**config.mk**
```make
export PLATFORM = sky130hd
export DESIGN_NAME = analog_top
export DESIGN_NICKNAME = d
export VERILOG_FILES = /design/src/rtl/rp_pkg.sv /design/src/rtl/sys_bus_decoder.sv /design/src/rtl/adc_frontend.sv /design/src/rtl/dac_backend.sv /design/src/rtl/housekeeping_regs.sv /design/src/rtl/analog_top.sv
export SDC_FILE = /design/constraint.sdc
export NUM_CORES = 1
export LEC_CHECK = 0
export BUFFER_PORTS_ARGS = -buffer_cell sky130_fd_sc_hd__buf_2
export CAP_MARGIN = 30
export CORE_MARGIN = 8
export CORE_UTILIZATION = 48
export DETAILED_ROUTE_END_ITERATION = 12
export PLACE_DENSITY = 0.93
export SETUP_SLACK_MARGIN = 0.4
export SYNTH_ARGS = -nofsm -noshare
export SYNTH_HDL_FRONTEND = slang
export SYNTH_HIERARCHICAL = 1
export SYNTH_SLANG_ARGS = --single-unit
```
**constraint.sdc**
```tcl
create_clock -name adc_clk -period 4.3 [get_ports adc_clk]
set_input_delay 0.86 -clock adc_clk [delete_from_list [all_inputs] [get_ports adc_clk]]
set_output_delay 0.86 -clock adc_clk [all_outputs]
set_load 0.005 [all_outputs]
```
**src/rtl/rp_pkg.sv**
```systemverilog
////////////////////////////////////////////////////////////////////////////
// shared types and constants of the analog signal path and system bus
// referenced by scoped name from every block, no import
////////////////////////////////////////////////////////////////////////////

package rp_pkg;

  ////////////////////////////////////////////////////////////////////////////
  // widths and bus map
  ////////////////////////////////////////////////////////////////////////////

  localparam int SAMPLE_W   = 14;                  // converter resolution
  localparam int RAW_ADC_W  = 16;                  // adc pins, lowest 2 bits reserved
  localparam int SLOT_COUNT = 8;                   // bus regions
  localparam int SLOT_W     = $clog2(SLOT_COUNT);  // slot number field width
  localparam int SLOT_LSB   = 20;                  // slot number in addr[22:20]

  // plain vectors with a meaning
  typedef logic signed [SAMPLE_W-1:0] sample_t;    // two's complement sample
  typedef logic        [SAMPLE_W-1:0] code_t;      // offset code, negative slope
  typedef logic signed [SAMPLE_W:0]   sum_t;       // one guard bit before saturation
  typedef logic        [31:0]         word_t;      // bus address / data
  typedef logic        [7:0]          led_t;
  typedef logic        [SLOT_COUNT-1:0] slot_t;    // one-hot slot select

  // housekeeping map, byte offsets inside slot 0
  localparam word_t HK_ID       = 32'ha17c_0001;
  localparam word_t HK_ID_OFS   = 32'h0000_0000;
  localparam word_t HK_LOOP_OFS = 32'h0000_0004;
  localparam word_t HK_LED_OFS  = 32'h0000_0030;

  // converter code of sample zero, msb low and the rest high
  localparam code_t CODE_ZERO = {1'b0, {(SAMPLE_W-1){1'b1}}};

  ////////////////////////////////////////////////////////////////////////////
  // bundles
  ////////////////////////////////////////////////////////////////////////////

  typedef struct packed {
    sample_t a;  // channel 1
    sample_t b;  // channel 2
  } sample_pair_t;

  typedef struct packed {
    word_t      addr;
    word_t      wdata;
    logic [3:0] sel;    // write byte enables
    logic       wen;    // single cycle strobe
    logic       ren;    // single cycle strobe
  } sys_req_t;

  typedef struct packed {
    word_t rdata;
    logic  err;
    logic  ack;  // response valid
  } sys_rsp_t;

endpackage

```
**src/rtl/sys_bus_decoder.sv**
```systemverilog
////////////////////////////////////////////////////////////////////////////
// system bus split into eight address slots, slot 0 is housekeeping
////////////////////////////////////////////////////////////////////////////

`timescale 1ns/1ns

module sys_bus_decoder (
  input  rp_pkg::sys_req_t req_i,     // from bus master
  output rp_pkg::sys_rsp_t rsp_o,     // back to bus master
  output rp_pkg::sys_req_t hk_req_o,  // slot 0 request
  input  rp_pkg::sys_rsp_t hk_rsp_i   // slot 0 response
);

  logic [rp_pkg::SLOT_W-1:0] slot_idx;
  rp_pkg::slot_t             slot_cs;    // one-hot
  rp_pkg::slot_t             slot_err;
  rp_pkg::slot_t             slot_ack;
  rp_pkg::sys_rsp_t          slot_rsp [rp_pkg::SLOT_COUNT];

  assign slot_idx = req_i.addr[rp_pkg::SLOT_LSB +: rp_pkg::SLOT_W];
  assign slot_cs  = rp_pkg::slot_t'(1) << slot_idx;

  // strobes only reach the addressed slot
  always_comb begin
    hk_req_o     = req_i;
    hk_req_o.wen = req_i.wen & slot_cs[0];
    hk_req_o.ren = req_i.ren & slot_cs[0];
  end

  ////////////////////////////////////////////////////////////////////////////
  // slot responses
  ////////////////////////////////////////////////////////////////////////////

  always_comb begin
    slot_rsp[0] = hk_rsp_i;
    // empty slots: instant ack, zero data, no error
    for (int i = 1; i < rp_pkg::SLOT_COUNT; i++) begin
      slot_rsp[i] = '{rdata: '0, err: 1'b0, ack: 1'b1};
    end
  end

  always_comb begin
    for (int i = 0; i < rp_pkg::SLOT_COUNT; i++) begin
      slot_err[i] = slot_rsp[i].err;
      slot_ack[i] = slot_rsp[i].ack;
    end
  end

  // merge, only the selected slot counts
  always_comb begin
    rsp_o.rdata = slot_rsp[slot_idx].rdata;
    rsp_o.err   = |(slot_cs & slot_err);
    rsp_o.ack   = |(slot_cs & slot_ack);
  end

endmodule

```
**src/rtl/adc_frontend.sv**
```systemverilog
////////////////////////////////////////////////////////////////////////////
// adc input register, offset code to two's complement, loopback select
////////////////////////////////////////////////////////////////////////////

`timescale 1ns/1ns

module adc_frontend (
  input  logic                         adc_clk,
  input  logic                         rst_n_i,
  input  logic [rp_pkg::RAW_ADC_W-1:0] adc_dat_a_i,  // raw pins, [1:0] reserved
  input  logic [rp_pkg::RAW_ADC_W-1:0] adc_dat_b_i,
  input  logic                         loop_i,       // digital loopback on
  input  rp_pkg::sample_pair_t         dac_loop_i,   // saturated dac samples
  output rp_pkg::sample_pair_t         adc_o
);

  rp_pkg::code_t        raw_a_q;  // io register, ch 1
  rp_pkg::code_t        raw_b_q;  // io register, ch 2
  rp_pkg::sample_pair_t conv;

  // keep the upper 14 bits
  always_ff @(posedge adc_clk) begin
    if (!rst_n_i) begin
      raw_a_q <= rp_pkg::CODE_ZERO;  // reads back as sample 0
      raw_b_q <= rp_pkg::CODE_ZERO;
    end else begin
      raw_a_q <= adc_dat_a_i[rp_pkg::RAW_ADC_W-1 -: rp_pkg::SAMPLE_W];
      raw_b_q <= adc_dat_b_i[rp_pkg::RAW_ADC_W-1 -: rp_pkg::SAMPLE_W];
    end
  end

  // negative slope: sign kept, magnitude bits flipped
  always_comb begin
    conv.a = {raw_a_q[rp_pkg::SAMPLE_W-1], ~raw_a_q[rp_pkg::SAMPLE_W-2:0]};
    conv.b = {raw_b_q[rp_pkg::SAMPLE_W-1], ~raw_b_q[rp_pkg::SAMPLE_W-2:0]};
  end

  assign adc_o = loop_i ? dac_loop_i : conv;  // loopback bypasses the register

endmodule

```
**src/rtl/dac_backend.sv**
```systemverilog
////////////////////////////////////////////////////////////////////////////
// generator plus controller sum, 14 bit saturation, dac code register
////////////////////////////////////////////////////////////////////////////

`timescale 1ns/1ns

module dac_backend (
  input  logic                 adc_clk,
  input  logic                 rst_n_i,
  input  rp_pkg::sample_pair_t asg_i,         // generator samples
  input  rp_pkg::sample_pair_t pid_i,         // controller samples
  output rp_pkg::sample_pair_t dac_sum_o,     // saturated, before the register
  output rp_pkg::code_t        dac_code_a_o,  // to dac pins, ch 1
  output rp_pkg::code_t        dac_code_b_o   // ch 2
);

  rp_pkg::sum_t         sum_a;
  rp_pkg::sum_t         sum_b;
  rp_pkg::sample_pair_t sat_pair;

  // clamp when the guard bit disagrees with the sign
  function automatic rp_pkg::sample_t saturate(input rp_pkg::sum_t s);
    logic ovf;
    ovf = s[rp_pkg::SAMPLE_W] ^ s[rp_pkg::SAMPLE_W-1];
    if (ovf) begin
      return {s[rp_pkg::SAMPLE_W], {(rp_pkg::SAMPLE_W-1){~s[rp_pkg::SAMPLE_W]}}};
    end
    return s[rp_pkg::SAMPLE_W-1:0];
  endfunction

  // signed to offset code, negative slope
  function automatic rp_pkg::code_t to_code(input rp_pkg::sample_t s);
    return {s[rp_pkg::SAMPLE_W-1], ~s[rp_pkg::SAMPLE_W-2:0]};
  endfunction

  ////////////////////////////////////////////////////////////////////////////
  // sum and saturation
  ////////////////////////////////////////////////////////////////////////////

  // sign extended into 15 bits, cannot overflow
  assign sum_a = rp_pkg::sum_t'(asg_i.a) + rp_pkg::sum_t'(pid_i.a);
  assign sum_b = rp_pkg::sum_t'(asg_i.b) + rp_pkg::sum_t'(pid_i.b);

  always_comb begin
    sat_pair.a = saturate(sum_a);
    sat_pair.b = saturate(sum_b);
  end

  assign dac_sum_o = sat_pair;  // also feeds the loopback

  ////////////////////////////////////////////////////////////////////////////
  // output register
  ////////////////////////////////////////////////////////////////////////////

  always_ff @(posedge adc_clk) begin
    if (!rst_n_i) begin
      dac_code_a_o <= rp_pkg::CODE_ZERO;  // mid scale
      dac_code_b_o <= rp_pkg::CODE_ZERO;
    end else begin
      dac_code_a_o <= to_code(sat_pair.a);
      dac_code_b_o <= to_code(sat_pair.b);
    end
  end

endmodule

```
**src/rtl/housekeeping_regs.sv**
```systemverilog
////////////////////////////////////////////////////////////////////////////
// slot 0 registers: id word, loopback switch, led register and led select
////////////////////////////////////////////////////////////////////////////

`timescale 1ns/1ns

module housekeeping_regs (
  input  logic             adc_clk,
  input  logic             rst_n_i,
  input  rp_pkg::sys_req_t req_i,        // strobes already gated to slot 0
  output rp_pkg::sys_rsp_t rsp_o,        // ack one cycle after strobe
  output logic             loop_o,       // digital loopback switch
  input  logic             ps_led_en_i,  // processor takes the leds
  input  rp_pkg::led_t     ps_led_i,
  output rp_pkg::led_t     led_o
);

  rp_pkg::word_t ofs;       // byte offset inside the slot
  logic          hit_id;
  logic          hit_loop;
  logic          hit_led;
  logic          access;    // any strobe this cycle
  rp_pkg::word_t rd_mux;
  logic          loop_q;
  rp_pkg::led_t  led_q;
  rp_pkg::word_t rdata_q;
  logic          err_q;
  logic          ack_q;

  assign ofs      = rp_pkg::word_t'(req_i.addr[rp_pkg::SLOT_LSB-1:0]);
  assign hit_id   = (ofs == rp_pkg::HK_ID_OFS);
  assign hit_loop = (ofs == rp_pkg::HK_LOOP_OFS);
  assign hit_led  = (ofs == rp_pkg::HK_LED_OFS);
  assign access   = req_i.wen | req_i.ren;

  ////////////////////////////////////////////////////////////////////////////
  // write side
  ////////////////////////////////////////////////////////////////////////////

  // both registers live in byte lane 0
  always_ff @(posedge adc_clk) begin
    if (!rst_n_i) begin
      loop_q <= 1'b0;
      led_q  <= '0;
    end else if (req_i.wen && req_i.sel[0]) begin
      if (hit_loop) loop_q <= req_i.wdata[0];
      if (hit_led)  led_q  <= req_i.wdata[7:0];
    end
  end

  ////////////////////////////////////////////////////////////////////////////
  // read side and response
  ////////////////////////////////////////////////////////////////////////////

  always_comb begin
    rd_mux = '0;  // writes and bad offsets return zero
    if (req_i.ren) begin
      if (hit_id)        rd_mux = rp_pkg::HK_ID;
      else if (hit_loop) rd_mux = rp_pkg::word_t'(loop_q);
      else if (hit_led)  rd_mux = rp_pkg::word_t'(led_q);
    end
  end

  always_ff @(posedge adc_clk) begin
    if (!rst_n_i) begin
      ack_q <= 1'b0;
      err_q <= 1'b0;
    end else begin
      ack_q <= access;
      err_q <= access & ~(hit_id | hit_loop | hit_led);  // unmapped offset
    end
  end

  always_ff @(posedge adc_clk) begin
    if (access) rdata_q <= rd_mux;
  end

  assign rsp_o  = '{rdata: rdata_q, err: err_q, ack: ack_q};
  assign loop_o = loop_q;

  // processor pattern wins over the register
  assign led_o = ps_led_en_i ? ps_led_i : led_q;

endmodule

```
**src/rtl/analog_top.sv**
```systemverilog
////////////////////////////////////////////////////////////////////////////
// top level: adc and dac paths, loopback and housekeeping on one clock
////////////////////////////////////////////////////////////////////////////

`timescale 1ns/1ns

module analog_top (
  input  logic                         adc_clk,
  input  logic                         rst_n_i,
  // adc
  input  logic [rp_pkg::RAW_ADC_W-1:0] adc_dat_a_i,
  input  logic [rp_pkg::RAW_ADC_W-1:0] adc_dat_b_i,
  // sample sources for the dac
  input  rp_pkg::sample_pair_t         asg_i,
  input  rp_pkg::sample_pair_t         pid_i,
  // converted adc samples
  output rp_pkg::sample_pair_t         adc_o,
  // dac
  output rp_pkg::code_t                dac_code_a_o,
  output rp_pkg::code_t                dac_code_b_o,
  // system bus
  input  rp_pkg::sys_req_t             sys_req_i,
  output rp_pkg::sys_rsp_t             sys_rsp_o,
  // leds
  input  logic                         ps_led_en_i,
  input  rp_pkg::led_t                 ps_led_i,
  output rp_pkg::led_t                 led_o
);

  rp_pkg::sys_req_t     hk_req;
  rp_pkg::sys_rsp_t     hk_rsp;
  logic                 digital_loop;
  rp_pkg::sample_pair_t dac_sum;  // saturated, unregistered

  ////////////////////////////////////////////////////////////////////////////
  // bus
  ////////////////////////////////////////////////////////////////////////////

  sys_bus_decoder i_bus (
    .req_i    (sys_req_i),
    .rsp_o    (sys_rsp_o),
    .hk_req_o (hk_req),
    .hk_rsp_i (hk_rsp)
  );

  housekeeping_regs i_hk (
    .adc_clk     (adc_clk),
    .rst_n_i     (rst_n_i),
    .req_i       (hk_req),
    .rsp_o       (hk_rsp),
    .loop_o      (digital_loop),
    .ps_led_en_i (ps_led_en_i),
    .ps_led_i    (ps_led_i),
    .led_o       (led_o)
  );

  ////////////////////////////////////////////////////////////////////////////
  // signal path
  ////////////////////////////////////////////////////////////////////////////

  adc_frontend i_adc (
    .adc_clk     (adc_clk),
    .rst_n_i     (rst_n_i),
    .adc_dat_a_i (adc_dat_a_i),
    .adc_dat_b_i (adc_dat_b_i),
    .loop_i      (digital_loop),
    .dac_loop_i  (dac_sum),
    .adc_o       (adc_o)
  );

  dac_backend i_dac (
    .adc_clk      (adc_clk),
    .rst_n_i      (rst_n_i),
    .asg_i        (asg_i),
    .pid_i        (pid_i),
    .dac_sum_o    (dac_sum),
    .dac_code_a_o (dac_code_a_o),
    .dac_code_b_o (dac_code_b_o)
  );

endmodule

```
# == Yosys cells after proc, flatten, opt, wreduce, memory -nomap -nowiden ==
# Index checks and enable logic that the tools add are counted.
# totals
register_bits,99
in_bits,169
output_inout_bits,98
word_cells,59
# op_classes
n_addsub,2
magnitude_cmp,1
n_eq_ne,2
n_shift,1
mux,14
bitwise,20
n_reduce_logical,8
# ops
cell,count
$bmux W34 S3,1
$mux W34,2
$mux W32,2
$mux W14,4
$not A13 Y13,4
$logic_not A32 Y1,1
$add A14 B14 Y15,2
$mux W28,1
$eq A20 B3 Y1 const B,1
$eq A20 B6 Y1 const B,1
$mux W8,2
$reduce_or A8 Y1,2
$and A8 B1 Y8,1
$and A8 B8 Y8,1
$shl A1 B3 Y8 const A,1
$not A1 Y1,5
$ge A4 B4 Y1 const B,1
$not A3 Y4,1
$reduce_and A2 Y1,2
$reduce_or A4 Y1,1
$and A1 B1 Y1,3
$or A1 B1 Y1,3
$reduce_or A3 Y1,1
$mux W1,2
other kinds (2),3

# == Depth between registers and ports, before layout ==
# depth
word_depth,5
mapped_depth,13
depth_no_buf,13

# == Cells and area by module ==
# Netlist, hierarchy kept.
# modules_own_cells
module,n_inst,cells_per_inst,area_each_um2,seq_area_each_um2
dac_backend,1,286,2407.3,560.5
housekeeping_regs,1,120,1181.1,490.5
adc_frontend,1,118,1076.0,560.5
sys_bus_decoder,1,116,908.4,0.0

# == Worst setup path before layout ==
# No wires, ideal clock.
# synth_path
kind,input to output
startpoint,input port asg_i[6] (netlist bit)
endpoint,output port adc_o[10] (netlist bit)
t_arrival_ps,2757
required_ps,3440
slack_ps,683
path_stages,11
n_path_buf,1
cell_sequence,ha_1 > a211oi_2 > nor3b_2 > or4_1 > o211ai_2 > nor2_4 > nor2_2 > buf_4 > o21ai_0 > nand2_1 > o21ai_0
# synth_lines
item,line,source
start: declaration,analog_top.sv:14,"input rp_pkg::sample_pair_t asg_i,"
end: declaration,analog_top.sv:17,"output rp_pkg::sample_pair_t adc_o,"

==> impl_metrics.toml <==
[status]
status = "finished, final reports clean"

[floorplan]
io_pins = 267
dieArea_um2 = 14600
fp.coreArea_um2 = 10800
initial_core_util_pct = 48.9
rows = 38
die_x_um = 121
die_h_um = 121

[pwr]
power.share.clock_pct = 24.4
internal-power_uw = 1420
power_density_nw_per_um2 = 314
p_leak_uw = 0.00303
p_sw_uw = 780
vdd_drop_max_v = 0.000189
pwr-share-seq_pct = 36.5
switching_share_pct = 35.5
pwr-share-comb_pct = 39.1
power_uw = 2200

[global_routing]
groute.usage.overall_pct = 21.4
grt_pass1_wl_um = 25600
grt_overflow = 0
grt_pass1_vias = 5095
grt_max_degree = 55
antenna_found_initial = 0

[clocking]
clkSinkCount = 76
cts_tree = "done"
clk_latency_ns = 0.34
cts-buffers-inserted = 9
clkSlewWorstSetupHoldPaths_ns = 0.08
clock_path_buffers = 2
root_buffer = "clkbuf_8"
htreeDepth = 3

[timing]
hold_ws_ns = 0.503
tns_ns = 0
drv_slew = 0
fin_skew_ns = 0.00386
rsz0062_at_grt = "yes"
fin_crit_sh_pct = 93.7
slew_headroom_pct = 30.7
tightestPinTransition_ns = 1.04
period_minus_slack_ns = 4.03
final-setup-viol-count = 0
hold_viol_final = 0
fmax_mhz = 248

[drt]
met1_length_um = 6510
first_iter_violations = 533
top_layer_used = "met4"
first_pass_iters = 7
routed_wl_um = 17900
drc_errors = 0
viasPerCell = 5.73
antenna_left = 0
dr_total_vias = 5359
wl_met2_um = 8910
dr_wl_met3_um = 1560
post_drt_wl_per_cell_um = 19.1

[setup_path]
cp_max_fo = 6
cp.arrival_ns = 3.17
cp_common_cell = "buf_2"
critPathSlowestCell = "a211oi_2"
path_buf_inv = 4
start_kind = "input port"
required_ns = 3.44
crit_chain = "buf_2 > ha_4 > a211oi_4 > nor3b_2 > buf_4 > nor3_4 > a211oi_2 > o21a_4 > buf_12 > nand2_8 > a21bo_4 > nand2_1 > o21ai_1 > buf_2"
rrSetupSlack_ns = 2.69
critical-path-top-delay-family = "compound AO/OA/AOI/OAI gates"
critPathMaxStageDelay_ns = 0.30
worstSetupPathType = "input port to output port"
worst_setup_path_end_kind = "output port"

[logic_synthesis]
syn_area_um2 = 5280
synth_area_per_cell_um2 = 8.79
netlist_instances = 601
synth_warnings = 6

[placement]
place.gp.congestion = 0.879
dpl.hpwl_um = 11800
dp_cells = 888
port-buffer-count = 210

[finish]
nets = 990
area_growth_pct = 32.8
antennaDiodeCount = 0
finish.utilization_pct = 65.0
layout-drive-gt1-share_pct = 45.9
fin_cells = 936

[run]
cap_violations = 0

[worst_hold_path]
hold_path.class = "flop to flop"
-- timing repair --
action | CTS | global route
setup buffers | 18 | 10
cloned | 4 | 0
setup endpoints to repair | 26 | 27
gates resized for setup | 56 | 57
pin swaps | 25 | 18
hold buffers | 0 | 0
-- path summary, 6_finish.rpt --
path,startpoint,to,depth (start not counted)
setup / recovery,pid_i[6],adc_o[7],14
hold / removal,i_hk/led_q[7]$_SDFFE_PN0P_,i_hk/led_q[7]$_SDFFE_PN0P_,2
setup reg to reg,i_hk/loop_o$_SDFFE_PN0P_,i_hk/rdata_q[0]$_SDFFCE_PN0P_,2
hold reg to reg,i_hk/led_q[7]$_SDFFE_PN0P_,i_hk/led_q[7]$_SDFFE_PN0P_,2
-- metal layers --
layer	GRT usage, %	vias to the layer above
met1	23.6	2480
met2	37.8	330
met4	10.1	0
met3	5.40	75
met5	0	-
li1	-	2474
-- power by group through the flow --
stage                     Clock, µW  Sequential, µW  Combinational, µW
after global placement            0             815                589
after floorplan                   0             823                419
after global routing            586             808                914
after CTS                       555             802                725
final                           536             803                859
after detailed placement          0             818                601
-- per-stage QoR --
| stage | cell area (µm²) | setup WS, ns |
|---|---|---|
| final | 7010 | 0.271 |
| after global routing | 7010 | 0.130 |
| after CTS | 6620 | 0.327 |
| after detailed placement | 5980 | -0.122 |
| after global placement | 5980 | -0.0285 |
| after floorplan | 5340 | 0.683 |
-- layout by cell type (no fill, tap or decap), drive strengths merged, types with 8 or more instances in the layout --
cell type / count
o31a: 10
nand3: 8
nor4b: 36
edfxtp: 9
dfxtp: 67
xnor2: 10
o21ai: 67
mux2: 10
xor2: 8
conb: 16
nand4: 11
buf: 248
nor2: 25
and2: 15
inv: 21
nand2: 57
clkbuf: 9
ha: 28
a21oi: 28
nand2b: 24
-- worst register-to-register path, stage by stage (launching register included) --
cell and delay, ns:
dfxtp_2 1.01, o21ai_0 0.24, a21oi_1 0.21
-- final cells by class --
| cell class | count | area, µm² |
|---|---|---|
| clock buffers | 9 | 124 |
| clock inverters | 7 | 67.6 |
| fillers | 836 | 3780 |
| inverters | 17 | 66.3 |
| multi-input cells | 439 | 3530 |
| flip-flops and latches | 76 | 1610 |
| well taps | 140 | 175 |
| repair buffers | 248 | 1430 |
-- sequential cells by signal, indices dropped and copies added (netlist names) --
register	cells
i_adc/raw_a_q	14
i_adc/raw_b_q	14
i_dac/dac_code_a_o	14
i_dac/dac_code_b_o	14
i_hk/rdata_q	9
i_hk/led_q	8
i_hk/ack_q	1
i_hk/err_q	1
i_hk/loop_o	1
Power figures use the tool's default switching activity.
